**config.mk**
```make
export PLATFORM = sky130hd
export DESIGN_NAME = mips_tlb
export DESIGN_NICKNAME = d
export VERILOG_FILES = /design/src/verilog/tlb_pkg.sv /design/src/verilog/tlb_maint_regs.sv /design/src/verilog/tlb_entry.sv /design/src/verilog/tlb_lookup_port.sv /design/src/verilog/mips_tlb.sv
export SDC_FILE = /design/constraint.sdc
export NUM_CORES = 2
export LEC_CHECK = 0
export BUFFER_PORTS_ARGS = -buffer_cell sky130_fd_sc_hd__buf_2
export CORE_MARGIN = 1
export CORE_UTILIZATION = 34
export DETAILED_ROUTE_END_ITERATION = 10
export PLACE_DENSITY = 0.54
export RECOVER_POWER = 50
export SYNTH_ARGS = -nofsm -noshare
export SYNTH_HDL_FRONTEND = slang
export SYNTH_SLANG_ARGS = --single-unit
```
**constraint.sdc**
```tcl
create_clock -name aclk -period 5 [get_ports aclk]
set_input_delay 0.25 -clock aclk [delete_from_list [all_inputs] [get_ports aclk]]
set_output_delay 0.25 -clock aclk [all_outputs]
set_load 0.02 [all_outputs]
```
**src/verilog/tlb_pkg.sv**
```systemverilog
package tlb_pkg;

    // tlb geometry
    localparam int TLB_ENTRIES = 16;
    localparam int TLB_INDEX_W = 4;
    localparam int VADDR_W     = 32;
    localparam int VPN2_W      = 19;
    localparam int ASID_W      = 8;
    localparam int PFN_W       = 20;
    localparam int CACHE_W     = 3;

    // maintenance bus
    localparam int WB_DATA_W = 32;
    localparam int WB_ADR_W  = 3;

    // register word addresses
    localparam logic [WB_ADR_W-1:0] REG_ENTRYHI  = 3'd0;
    localparam logic [WB_ADR_W-1:0] REG_ENTRYLO0 = 3'd1;
    localparam logic [WB_ADR_W-1:0] REG_ENTRYLO1 = 3'd2;
    localparam logic [WB_ADR_W-1:0] REG_INDEX    = 3'd3;
    localparam logic [WB_ADR_W-1:0] REG_COMMAND  = 3'd4;

    // values written to REG_COMMAND
    localparam logic [WB_DATA_W-1:0] CMD_TLBWI = 32'd1;
    localparam logic [WB_DATA_W-1:0] CMD_TLBP  = 32'd2;

    // field positions in the cp0-style registers
    localparam int EHI_VPN2_LSB = 13;
    localparam int ELO_PFN_LSB  = 6;
    localparam int ELO_C_LSB    = 3;
    localparam int ELO_D_BIT    = 2;
    localparam int ELO_V_BIT    = 1;
    localparam int ELO_G_BIT    = 0;
    localparam int INDEX_P_BIT  = 31;

    // vaddr bit choosing the odd page of a pair
    localparam int ODD_PAGE_BIT = 12;

    // one physical page of a pair
    typedef struct packed {
        logic [PFN_W-1:0]   pfn;
        logic [CACHE_W-1:0] c;
        logic               d;
        logic               v;
    } tlb_page_t;

    // one stored entry, even/odd page pair
    typedef struct packed {
        logic [VPN2_W-1:0] vpn2;
        logic [ASID_W-1:0] asid;
        logic              g;
        tlb_page_t         page0;
        tlb_page_t         page1;
    } tlb_entry_t;

    typedef tlb_entry_t tlb_entry_array_t [TLB_ENTRIES];

    typedef logic [TLB_ENTRIES-1:0] tlb_match_t;

endpackage

```
**src/verilog/tlb_maint_regs.sv**
```systemverilog
`timescale 1ns/1ps

module tlb_maint_regs (
    input  logic                          aclk,
    input  logic                          arst_n,
    input  logic                          wb_cyc,
    input  logic                          wb_stb,
    input  logic                          wb_we,
    input  logic [tlb_pkg::WB_ADR_W-1:0]  wb_adr,
    input  logic [tlb_pkg::WB_DATA_W-1:0] wb_dat_w,
    output logic                          wb_ack,
    output logic [tlb_pkg::WB_DATA_W-1:0] wb_dat_r,
    input  tlb_pkg::tlb_match_t           probe_match,
    output tlb_pkg::tlb_match_t           write_en,
    output tlb_pkg::tlb_entry_t           write_entry
);
    import tlb_pkg::*;

    // entryhi
    logic [VPN2_W-1:0]      hi_vpn2;
    logic [ASID_W-1:0]      hi_asid;
    // entrylo0 / entrylo1
    tlb_page_t              lo0_page;
    tlb_page_t              lo1_page;
    logic                   lo0_g;
    logic                   lo1_g;
    // index
    logic                   index_p;
    logic [TLB_INDEX_W-1:0] index_val;

    logic                   req;
    logic                   reg_wr;
    logic                   cmd_wr;
    logic                   probe_hit;
    logic [TLB_INDEX_W-1:0] probe_idx;
    logic [WB_DATA_W-1:0]   rd_data;

    function automatic tlb_page_t lo_to_page(input logic [WB_DATA_W-1:0] w);
        tlb_page_t p;
        p.pfn = w[ELO_PFN_LSB +: PFN_W];
        p.c   = w[ELO_C_LSB +: CACHE_W];
        p.d   = w[ELO_D_BIT];
        p.v   = w[ELO_V_BIT];
        return p;
    endfunction

    function automatic logic [WB_DATA_W-1:0] page_to_lo(input tlb_page_t p, input logic g);
        logic [WB_DATA_W-1:0] w;
        w = '0;
        w[ELO_PFN_LSB +: PFN_W] = p.pfn;
        w[ELO_C_LSB +: CACHE_W] = p.c;
        w[ELO_D_BIT]            = p.d;
        w[ELO_V_BIT]            = p.v;
        w[ELO_G_BIT]            = g;
        return w;
    endfunction

    // new request only while no ack is pending
    assign req    = wb_cyc && wb_stb && !wb_ack;
    assign reg_wr = req && wb_we;
    assign cmd_wr = reg_wr && (wb_adr == REG_COMMAND);

    always_ff @(posedge aclk or negedge arst_n) begin
        if (!arst_n) begin
            wb_ack   <= 1'b0;
            wb_dat_r <= '0;
        end else begin
            wb_ack <= req;
            if (req) begin
                wb_dat_r <= rd_data;
            end
        end
    end

    // read mux, command and unused addresses read zero
    always_comb begin
        rd_data = '0;
        case (wb_adr)
            REG_ENTRYHI: begin
                rd_data[EHI_VPN2_LSB +: VPN2_W] = hi_vpn2;
                rd_data[ASID_W-1:0]             = hi_asid;
            end
            REG_ENTRYLO0: rd_data = page_to_lo(lo0_page, lo0_g);
            REG_ENTRYLO1: rd_data = page_to_lo(lo1_page, lo1_g);
            REG_INDEX: begin
                rd_data[INDEX_P_BIT]       = index_p;
                rd_data[TLB_INDEX_W-1:0]   = index_val;
            end
            default: rd_data = '0;
        endcase
    end

    // lowest matching entry wins the probe
    always_comb begin
        probe_hit = |probe_match;
        probe_idx = '0;
        for (int i = TLB_ENTRIES - 1; i >= 0; i--) begin
            if (probe_match[i]) begin
                probe_idx = TLB_INDEX_W'(i);
            end
        end
    end

    always_ff @(posedge aclk or negedge arst_n) begin
        if (!arst_n) begin
            hi_vpn2   <= '0;
            hi_asid   <= '0;
            lo0_page  <= '0;
            lo1_page  <= '0;
            lo0_g     <= 1'b0;
            lo1_g     <= 1'b0;
            index_p   <= 1'b0;
            index_val <= '0;
        end else begin
            if (reg_wr) begin
                case (wb_adr)
                    REG_ENTRYHI: begin
                        hi_vpn2 <= wb_dat_w[EHI_VPN2_LSB +: VPN2_W];
                        hi_asid <= wb_dat_w[ASID_W-1:0];
                    end
                    REG_ENTRYLO0: begin
                        lo0_page <= lo_to_page(wb_dat_w);
                        lo0_g    <= wb_dat_w[ELO_G_BIT];
                    end
                    REG_ENTRYLO1: begin
                        lo1_page <= lo_to_page(wb_dat_w);
                        lo1_g    <= wb_dat_w[ELO_G_BIT];
                    end
                    REG_INDEX: begin
                        index_p   <= wb_dat_w[INDEX_P_BIT];
                        index_val <= wb_dat_w[TLB_INDEX_W-1:0];
                    end
                    default: ;
                endcase
            end
            // tlbp, a miss keeps the old index bits
            if (cmd_wr && (wb_dat_w == CMD_TLBP)) begin
                index_p <= !probe_hit;
                if (probe_hit) begin
                    index_val <= probe_idx;
                end
            end
        end
    end

    // tlbwi strobe lands in the entry on the ack edge
    always_comb begin
        write_en = '0;
        if (cmd_wr && (wb_dat_w == CMD_TLBWI)) begin
            write_en[index_val] = 1'b1;
        end
    end

    // also the probe key and the current asid
    always_comb begin
        write_entry.vpn2  = hi_vpn2;
        write_entry.asid  = hi_asid;
        write_entry.g     = lo0_g & lo1_g;
        write_entry.page0 = lo0_page;
        write_entry.page1 = lo1_page;
    end

endmodule

```
**src/verilog/tlb_entry.sv**
```systemverilog
`timescale 1ns/1ps

module tlb_entry (
    input  logic                        aclk,
    input  logic                        arst_n,
    input  logic                        write_en,
    input  tlb_pkg::tlb_entry_t         write_entry,
    input  logic [tlb_pkg::VADDR_W-1:0] i_vaddr,
    input  logic [tlb_pkg::VADDR_W-1:0] d_vaddr,
    output logic                        i_match,
    output logic                        d_match,
    output logic                        probe_match,
    output tlb_pkg::tlb_entry_t         entry
);
    import tlb_pkg::*;

    logic asid_ok;

    always_ff @(posedge aclk or negedge arst_n) begin
        if (!arst_n) begin
            entry <= '0;
        end else if (write_en) begin
            entry <= write_entry;
        end
    end

    // global entries ignore the current asid
    assign asid_ok = entry.g || (entry.asid == write_entry.asid);

    // three independent comparators over the same entry
    assign i_match     = asid_ok && (entry.vpn2 == i_vaddr[EHI_VPN2_LSB +: VPN2_W]);
    assign d_match     = asid_ok && (entry.vpn2 == d_vaddr[EHI_VPN2_LSB +: VPN2_W]);
    assign probe_match = asid_ok && (entry.vpn2 == write_entry.vpn2);

endmodule

```
**src/verilog/tlb_lookup_port.sv**
```systemverilog
`timescale 1ns/1ps

module tlb_lookup_port (
    input  logic                        aclk,
    input  logic                        arst_n,
    input  tlb_pkg::tlb_match_t         match,
    input  tlb_pkg::tlb_entry_array_t   entries,
    input  logic                        odd_page,
    output logic                        found,
    output logic [tlb_pkg::PFN_W-1:0]   pfn,
    output logic [tlb_pkg::CACHE_W-1:0] c,
    output logic                        d,
    output logic                        v
);
    import tlb_pkg::*;

    tlb_entry_t sel_entry;
    tlb_page_t  sel_page;
    logic       hit;
    tlb_page_t  page_q;

    // lowest index wins when several entries match
    always_comb begin
        hit       = |match;
        sel_entry = '0;
        for (int i = TLB_ENTRIES - 1; i >= 0; i--) begin
            if (match[i]) begin
                sel_entry = entries[i];
            end
        end
    end

    assign sel_page = odd_page ? sel_entry.page1 : sel_entry.page0;

    // single result stage, zero fields on a miss
    always_ff @(posedge aclk or negedge arst_n) begin
        if (!arst_n) begin
            found  <= 1'b0;
            page_q <= '0;
        end else begin
            found  <= hit;
            page_q <= hit ? sel_page : '0;
        end
    end

    assign pfn = page_q.pfn;
    assign c   = page_q.c;
    assign d   = page_q.d;
    assign v   = page_q.v;

endmodule

```
**src/verilog/mips_tlb.sv**
```systemverilog
`timescale 1ns/1ps

module mips_tlb (
    input  logic                          aclk,
    input  logic                          arst_n,
    // maintenance port, wishbone classic slave
    input  logic                          wb_cyc,
    input  logic                          wb_stb,
    input  logic                          wb_we,
    input  logic [tlb_pkg::WB_ADR_W-1:0]  wb_adr,
    input  logic [tlb_pkg::WB_DATA_W-1:0] wb_dat_w,
    output logic                          wb_ack,
    output logic [tlb_pkg::WB_DATA_W-1:0] wb_dat_r,
    // lookup addresses
    input  logic [tlb_pkg::VADDR_W-1:0]   i_vaddr,
    input  logic [tlb_pkg::VADDR_W-1:0]   d_vaddr,
    // instruction side result
    output logic                          i_found,
    output logic [tlb_pkg::PFN_W-1:0]     i_pfn,
    output logic [tlb_pkg::CACHE_W-1:0]   i_c,
    output logic                          i_d,
    output logic                          i_v,
    // data side result
    output logic                          d_found,
    output logic [tlb_pkg::PFN_W-1:0]     d_pfn,
    output logic [tlb_pkg::CACHE_W-1:0]   d_c,
    output logic                          d_d,
    output logic                          d_v
);
    import tlb_pkg::*;

    tlb_match_t       write_en;
    tlb_entry_t       write_entry;
    tlb_match_t       probe_match;
    tlb_match_t       i_match;
    tlb_match_t       d_match;
    tlb_entry_array_t entries;

    tlb_maint_regs u_maint (
        .aclk        (aclk),
        .arst_n      (arst_n),
        .wb_cyc      (wb_cyc),
        .wb_stb      (wb_stb),
        .wb_we       (wb_we),
        .wb_adr      (wb_adr),
        .wb_dat_w    (wb_dat_w),
        .wb_ack      (wb_ack),
        .wb_dat_r    (wb_dat_r),
        .probe_match (probe_match),
        .write_en    (write_en),
        .write_entry (write_entry)
    );

    for (genvar i = 0; i < TLB_ENTRIES; i++) begin : g_entry
        tlb_entry u_entry (
            .aclk        (aclk),
            .arst_n      (arst_n),
            .write_en    (write_en[i]),
            .write_entry (write_entry),
            .i_vaddr     (i_vaddr),
            .d_vaddr     (d_vaddr),
            .i_match     (i_match[i]),
            .d_match     (d_match[i]),
            .probe_match (probe_match[i]),
            .entry       (entries[i])
        );
    end

    // instruction fetch port
    tlb_lookup_port u_itlb (
        .aclk     (aclk),
        .arst_n   (arst_n),
        .match    (i_match),
        .entries  (entries),
        .odd_page (i_vaddr[ODD_PAGE_BIT]),
        .found    (i_found),
        .pfn      (i_pfn),
        .c        (i_c),
        .d        (i_d),
        .v        (i_v)
    );

    // data access port
    tlb_lookup_port u_dtlb (
        .aclk     (aclk),
        .arst_n   (arst_n),
        .match    (d_match),
        .entries  (entries),
        .odd_page (d_vaddr[ODD_PAGE_BIT]),
        .found    (d_found),
        .pfn      (d_pfn),
        .c        (d_c),
        .d        (d_d),
        .v        (d_v)
    );

endmodule

```
### Word-level counts from Yosys, hierarchy flattened

Index checks and enable logic that the tools add are counted.

| storage, ports and cells | value |
|---|---|
| flip-flop bits (word level) | 1417 |
| output and inout port bits | 85 |
| logic and storage cells | 425 |

| cells by class | value |
|---|---|
| $lt $le $gt $ge | 2 |
| eq/ne operators | 70 |
| mux-type cells | 67 |
| bitwise gates (word level) | 1 |
| reduce and logical (&&, ||, !) cells | 83 |

Operators with widths:

| kind | count |
|---|---|
| 2-to-1 mux 50 bit | 32 |
| equality test 19 bit | 48 |
| equality test 8 bit | 16 |
| 2-to-1 mux 25 bit | 4 |
| 2-to-1 mux 4 bit | 20 |
| logical AND 1 bit | 55 |
| case mux 18 bit (3 select lines) | 1 |
| OR reduction 16 bit | 3 |
| equality test 32 x 1 -> 1 bit, second input constant | 1 |
| equality test 32 x 2 -> 1 bit, second input constant | 1 |
| logical OR 1 bit | 16 |
| 2-to-1 mux 16 bit | 1 |
| case mux 4 bit (4 select lines) | 1 |
| case mux 4 bit (3 select lines) | 1 |
| case mux 5 bit (2 select lines) | 1 |
| AND reduction 2 bit | 4 |
| equality test 3 x 2 -> 1 bit, second input constant | 2 |
| less-than comparator 4 x 5 -> 1 bit, second input constant | 1 |
| demux 1 bit (select 4 bit) | 1 |
| >= comparator 4 x 1 -> 1 bit, second input constant | 1 |
| 2-to-1 mux 1 bit | 4 |
| nonzero test 2 bit | 2 |
| equality test 3 x 1 -> 1 bit, second input constant | 1 |
| equality test 3 bit, second input constant | 1 |
| 4 further kinds | 5 |

### Logic depth before layout (Yosys ltp)

| depth | value |
|---|---|
| depth in word-level cells | 21 |
| depth in mapped cells | 15 |

### Hierarchy

From an unflattened synthesis, not the netlist that was laid out.

| second synthesis, totals | value |
|---|---|
| cell total of the unflattened synthesis | 6782 |
| area total of the unflattened synthesis | 78477.8 um^2 |

By module, submodules not included:

| module | times used | cells an instance | area an instance (um^2) | sequential area each (um^2) |
|---|---|---|---|---|
| tlb_entry | 16 | 254 | 3601.0 | 1951.9 |
| tlb_lookup_port | 2 | 1150 | 7767.4 | 650.6 |
| tlb_maint_regs | 1 | 418 | 5327.6 | 2927.8 |

### Worst setup path before layout

OpenSTA, ideal clock, no wires.

| path | value |
|---|---|
| kind | register to register |
| from | register u_maint.hi_asid[6] |
| to | register u_itlb.page_q (netlist bit u_itlb.v) |
| setup time | 0.133 ns |
| data arrival time | 2.885 ns |
| data required time | 4.867 ns |
| slack | 1.982 ns |
| cell stages (with the launch flop) | 15 |
| path buffers | 4 |
| cell sequence | dfrtp_1 buf_6 xor2_1 nor4_4 a41oi_2 or3_1 buf_2 and2_4 buf_6 buf_6 a221o_1 a311oi_1 o311ai_1 a21oi_1 a311oi_1 |

| on the way | value |
|---|---|
| cells in the longest elaborated chain, start to end | 21 |
| elaborated cells on any way between the ends | 67 |
| those cells by class | eq/ne (16); mux (18); reduce/logical (33) |

RTL lines:

| element | line | source |
|---|---|---|
| from (decl) | tlb_maint_regs.sv:21 | `logic [ASID_W-1:0] hi_asid;` |
| from (signal assigned) | tlb_maint_regs.sv:119 | `hi_asid <= wb_dat_w[ASID_W-1:0];` |
| equality test 8 bit | tlb_entry.sv:28 | `assign asid_ok = entry.g \|\| (entry.asid == write_entry.asid);` |
| logical OR 1 bit | tlb_entry.sv:28 |  |
| logical AND 1 bit | tlb_entry.sv:31 | `assign i_match = asid_ok && (entry.vpn2 == i_vaddr[EHI_VPN2_LSB +: VPN2_W]);` |
| 2-to-1 mux 50 bit (16 in series) | tlb_lookup_port.sv:27 | `if (match[i]) begin` |
| 2-to-1 mux 25 bit | tlb_lookup_port.sv:33 | `assign sel_page = odd_page ? sel_entry.page1 : sel_entry.page0;` |
| 2-to-1 mux 25 bit * | tlb_lookup_port.sv:42 | `page_q <= hit ? sel_page : '0;` |
| to (signal assigned) | tlb_lookup_port.sv:42 |  |
| to (decl) | tlb_lookup_port.sv:20 | `tlb_page_t page_q;` |

Mark *: on every way between the ends. The rest lies on a longest branch, timed or not.
A chain may end at the register's enable or synchronous reset.

### Worst setup path in the final report

| path | value |
|---|---|
| from | register u_maint.hi_asid[2] |
| to | register u_dtlb.page_q (netlist bit u_dtlb.pfn[15]) |

| on the way | value |
|---|---|
| cells in the longest elaborated chain, start to end | 21 |
| elaborated cells on any way between the ends | 67 |
| those cells by class | eq/ne (16); mux (18); reduce/logical (33) |

RTL lines:

| element | line | source |
|---|---|---|
| equality test 8 bit | tlb_entry.sv:28 |  |
| logical OR 1 bit | tlb_entry.sv:28 |  |
| logical AND 1 bit | tlb_entry.sv:32 | `assign d_match = asid_ok && (entry.vpn2 == d_vaddr[EHI_VPN2_LSB +: VPN2_W]);` |
| 2-to-1 mux 50 bit (16 in series) | tlb_lookup_port.sv:27 |  |
| 2-to-1 mux 25 bit | tlb_lookup_port.sv:33 |  |
| 2-to-1 mux 25 bit * | tlb_lookup_port.sv:42 |  |
| to (signal assigned) | tlb_lookup_port.sv:42 |  |
| to (decl) | tlb_lookup_port.sv:20 |  |

Marked as above.

==> flow_metrics.py <==
metrics = {
    "sta": {
        "slew_headroom_pct": -118,
        "skew_ns": 0.0362,
        "post-route-period-util_pct": 99.6,
        "slew_viol_final": 624,
        "setup_viol": 0,
        "worst_slack_ns": 0.0225,
        "clock.fmax_ghz": 0.201,
        "fin_crit_ns": 4.98,
        "timing_hold_violations_final": 0,
        "rsz0062_at_grt": "false",
        "hold-worst-slack_ns": 0.236,
        "fin_setup_tns_ns": 0,
        "tightest_slew_ns": 3.27,
    },
    "worst_setup_path": {
        "crit_path_frequent_cell": "buf_4",
        "worst_setup_path_start_kind": "flip-flop",
        "critPathTopFamily": "compound AO/OA/AOI/OAI gates",
        "slowest_stage": "dfrtp_2",
        "r2r_cells": 14,
        "critical-path-max-stage-delay_ns": 0.71,
        "worstPathMaxFanout": 51,
        "critical_path_buf_inv_count": 5,
        "crit_chain": "buf_4 > xor2_1 > nor4_1 > a21oi_1 > buf_4 > nor3_2 > buf_4 > or2_2 > buf_12 > o311a_1 > nor3_1 > o21ai_0 > a221oi_1 > buf_4",
        "crit_type": "flip-flop to flip-flop",
        "cp-end-kind": "flip-flop",
        "arrival_ns": 5.72,
        "worstPathRequired_ns": 5.74,
        "crit_cells": 14,
    },
    "synth": {
        "yosys.area.top_type_share_pct": 44.5,
        "synthCells": 7269,
        "syn_avg_cell_area_um2": 11.0,
        "synth_ff_type": "dfrtp_1",
        "syn-num-nets": 7373,
        "yosysUniqueCellTypes": 83,
        "yosys_register_bits": 1417,
        "synth.area.top_cells": "dfrtp_1 (44%), mux2_2 (18%), xor2_1 (7.2%), xnor2_1 (4.2%), clkbuf_1 (2.2%)",
        "synth_edf_count": 0,
        "seq_area_frac_synth_pct": 44.5,
        "synthArstFlopShare_pct": 100,
        "yosysTopAreaCell": "dfrtp_1",
        "ys_warn_count": 0,
        "syn_area_um2": 79700,
    },
    "final_layout": {
        "layout-area-overhead-vs-synth_pct": 13.5,
        "final_nets": 7367,
        "finalInstanceArea_um2": 90500,
        "fin_cells": 10500,
        "utilization_pct": 38.9,
        "drive_gt1_share_pct": 29.2,
    },
    "die": {
        "core_um2": 233000,
        "start_util_pct": 34.3,
        "die_w_um": 486,
        "die_y_um": 486,
        "die-area_um2": 236000,
        "num_rows": 177,
        "pin_count": 189,
    },
    "drt": {
        "totalWireLength_um": 312000,
        "wl_per_cell_um": 29.7,
        "drtPass1Iterations": 6,
        "vias": 62700,
        "avgViaCountPerCell": 5.96,
        "drc": 0,
        "antenna_left": 0,
        "drt_iter0_drc": 7041,
    },
    "hold_path": {
        "hold_depth": 4,
        "hold_path_class": "input port to flip-flop",
    },
    "clocking": {
        "htree_levels": 4,
        "cts_sinks": 1417,
        "cts-buffers-inserted": 159,
        "cts_root_buffer": "clkbuf_16",
        "clockBufferDepth": 3,
        "cts_setup_buffers": 0,
        "cts.clk_slew.worst_paths_ns": 0.06,
        "clk_latency_ns": 0.81,
        "tritoncts": "done",
    },
    "grt": {
        "grt_antenna_before_repair": 12,
        "grt_max_degree": 169,
        "grt_pass1_vias": 61300,
        "grt_use_total_pct": 25.9,
        "grt_first_pass_wirelength_um": 449000,
        "grt_overflow": 0,
    },
    "pwr": {
        "p_per_area_nw_per_um2": 302,
        "ir_worst_vdd_v": 0.000255,
        "power.total_mw": 27.4,
        "p_leak_nw": 42.9,
    },
    "placed_design": {
        "routabilityCongestion": 0.966,
        "placed_area_um2": 85200,
        "portBuffers": 164,
        "dp.cells": 10200,
        "place_ws_ns": 0.229,
        "hpwlAfterDp_um": 216000,
    },
    "outcome": {
        "violations": "capacitance limit, slew limit",
        "outcome": "complete, but fails checks",
    },
    "run": {
        "max_cap_viol_count": 9,
    },
}
where the power goes:
group          leakage, nW  total, mW  internal [mW]  switching, mW
Sequential            19.7       12.5           11.6          0.874
Combinational         20.6       3.04           1.04           2.00
Clock                 2.53       11.9           6.80           5.05
Total                 42.9       27.4           19.4           7.92
synth_stat cells, types with 36 or more instances:
master,number
nand4_1,106
xor2_1,659
o221ai_1,84
a211oi_1,48
xnor2_1,381
o21ai_0,246
nand2_1,358
a21oi_1,152
a2111oi_0,36
a221o_1,66
nand3_1,77
nor3_1,82
nor4_1,171
a221oi_1,193
a311oi_1,42
buf_1,71
buf_2,182
clkbuf_1,474
dfrtp_1,1417
inv_1,37
a31oi_1,39
or3_1,57
nor2_1,282
o211ai_1,90
o22ai_1,51
mux2_2,1303
nand2b_1,49
path summary, 6_finish.rpt:
kind,from,end,slack [ns]
worst max-delay path,u_maint.hi_asid[2]$_DFFE_PN0P_,u_dtlb.pfn[15]$_DFF_PN0_,0.02
worst min-delay path,wb_adr[2],u_maint.index_p$_DFFE_PN0P_,0.24
worst max register to register,u_maint.hi_asid[2]$_DFFE_PN0P_,u_dtlb.pfn[15]$_DFF_PN0_,0.02
worst min register to register,g_entry[11].u_entry.entry[50]$_DFFE_PN0P_,g_entry[11].u_entry.entry[50]$_DFFE_PN0P_,0.48
max in group asynchronous,arst_n,g_entry[10].u_entry.entry[4]$_DFFE_PN0P_,0.67
min in group asynchronous,arst_n,g_entry[5].u_entry.entry[68]$_DFFE_PN0P_,0.89
state kept, by name, indices dropped and copies added, names as in the netlist, 3 cells and up:
signal                 cells
g_entry.u_entry.entry   1248
u_maint.write_entry       50
u_itlb.pfn                20
u_dtlb.c                   3
u_itlb.c                   3
u_maint.hi_asid            8
u_maint.hi_vpn2           19
u_maint.index_val          4
u_dtlb.pfn                20
u_maint.wb_dat_r          32
layout make-up:
class / instances / area, µm²
multi-input combinational: 5063 / 41300
antenna: 3 / 7.51
timing repair buffer: 583 / 4490
tap: 3132 / 3920
clock inverter: 48 / 482
fill: 22600 / 142000
sequential: 1417 / 35500
inverter: 39 / 146
clock buffer: 230 / 4650
kinds of logic (layout without fill, tap and decap cells):
logic type,after synthesis,after routing,share of synthesized area (%)
AOI/OAI and AO/OA,1365,1365,12.7
xor gates and xnor gates,1040,1040,11.4
buffers and inverters,789,900,4.12
DFF,1417,1417,44.5
muxes,1337,1337,18.9
other,0,3,0
and+or+nand+nor,1321,1321,8.39
worst reg2reg max path, cell delays in order, from the launching register on:
cell	delay, ns
dfrtp_2	0.71
buf_4	0.31
xor2_1	0.16
nor4_1	0.07
a21oi_1	0.49
buf_4	0.25
nor3_2	0.05
buf_4	0.22
or2_2	0.37
buf_12	0.20
o311a_1	0.42
nor3_1	0.52
o21ai_0	0.35
a221oi_1	0.62
buf_4	0.20
layout by cell type, fill, tap and decap left out, types with 71 or more instances in the layout:
master	instances
a21oi_1	152
a221oi_1	193
buf_2	123
buf_4	324
clkbuf_1	88
clkbuf_16	166
dfrtp_1	1397
mux2_2	1303
nand2_1	357
nand3_1	72
nand4_1	106
nor2_1	277
nor3_1	71
nor4_1	169
o211ai_1	90
o21ai_0	245
o221ai_1	84
xnor2_1	381
xor2_1	659
routing by layer:
layer | wire length (µm) | vias up | track usage [%]
li1 | - | 26600 | -
met1 | 137000 | 32300 | 37.1
met2 | 134000 | 3157 | 38.1
met3 | 31700 | 578 | 6.45
met4 | 9970 | 2 | 7.74
met5 | 10 | - | 0
what timing repair did:
action                                 CTS  global route
gates resized for setup                  0             1
hold buffers                            37             0
endpoints found under the hold margin  325             0
setup endpoints to repair                0             1
(Power assumes the default switching activity.)
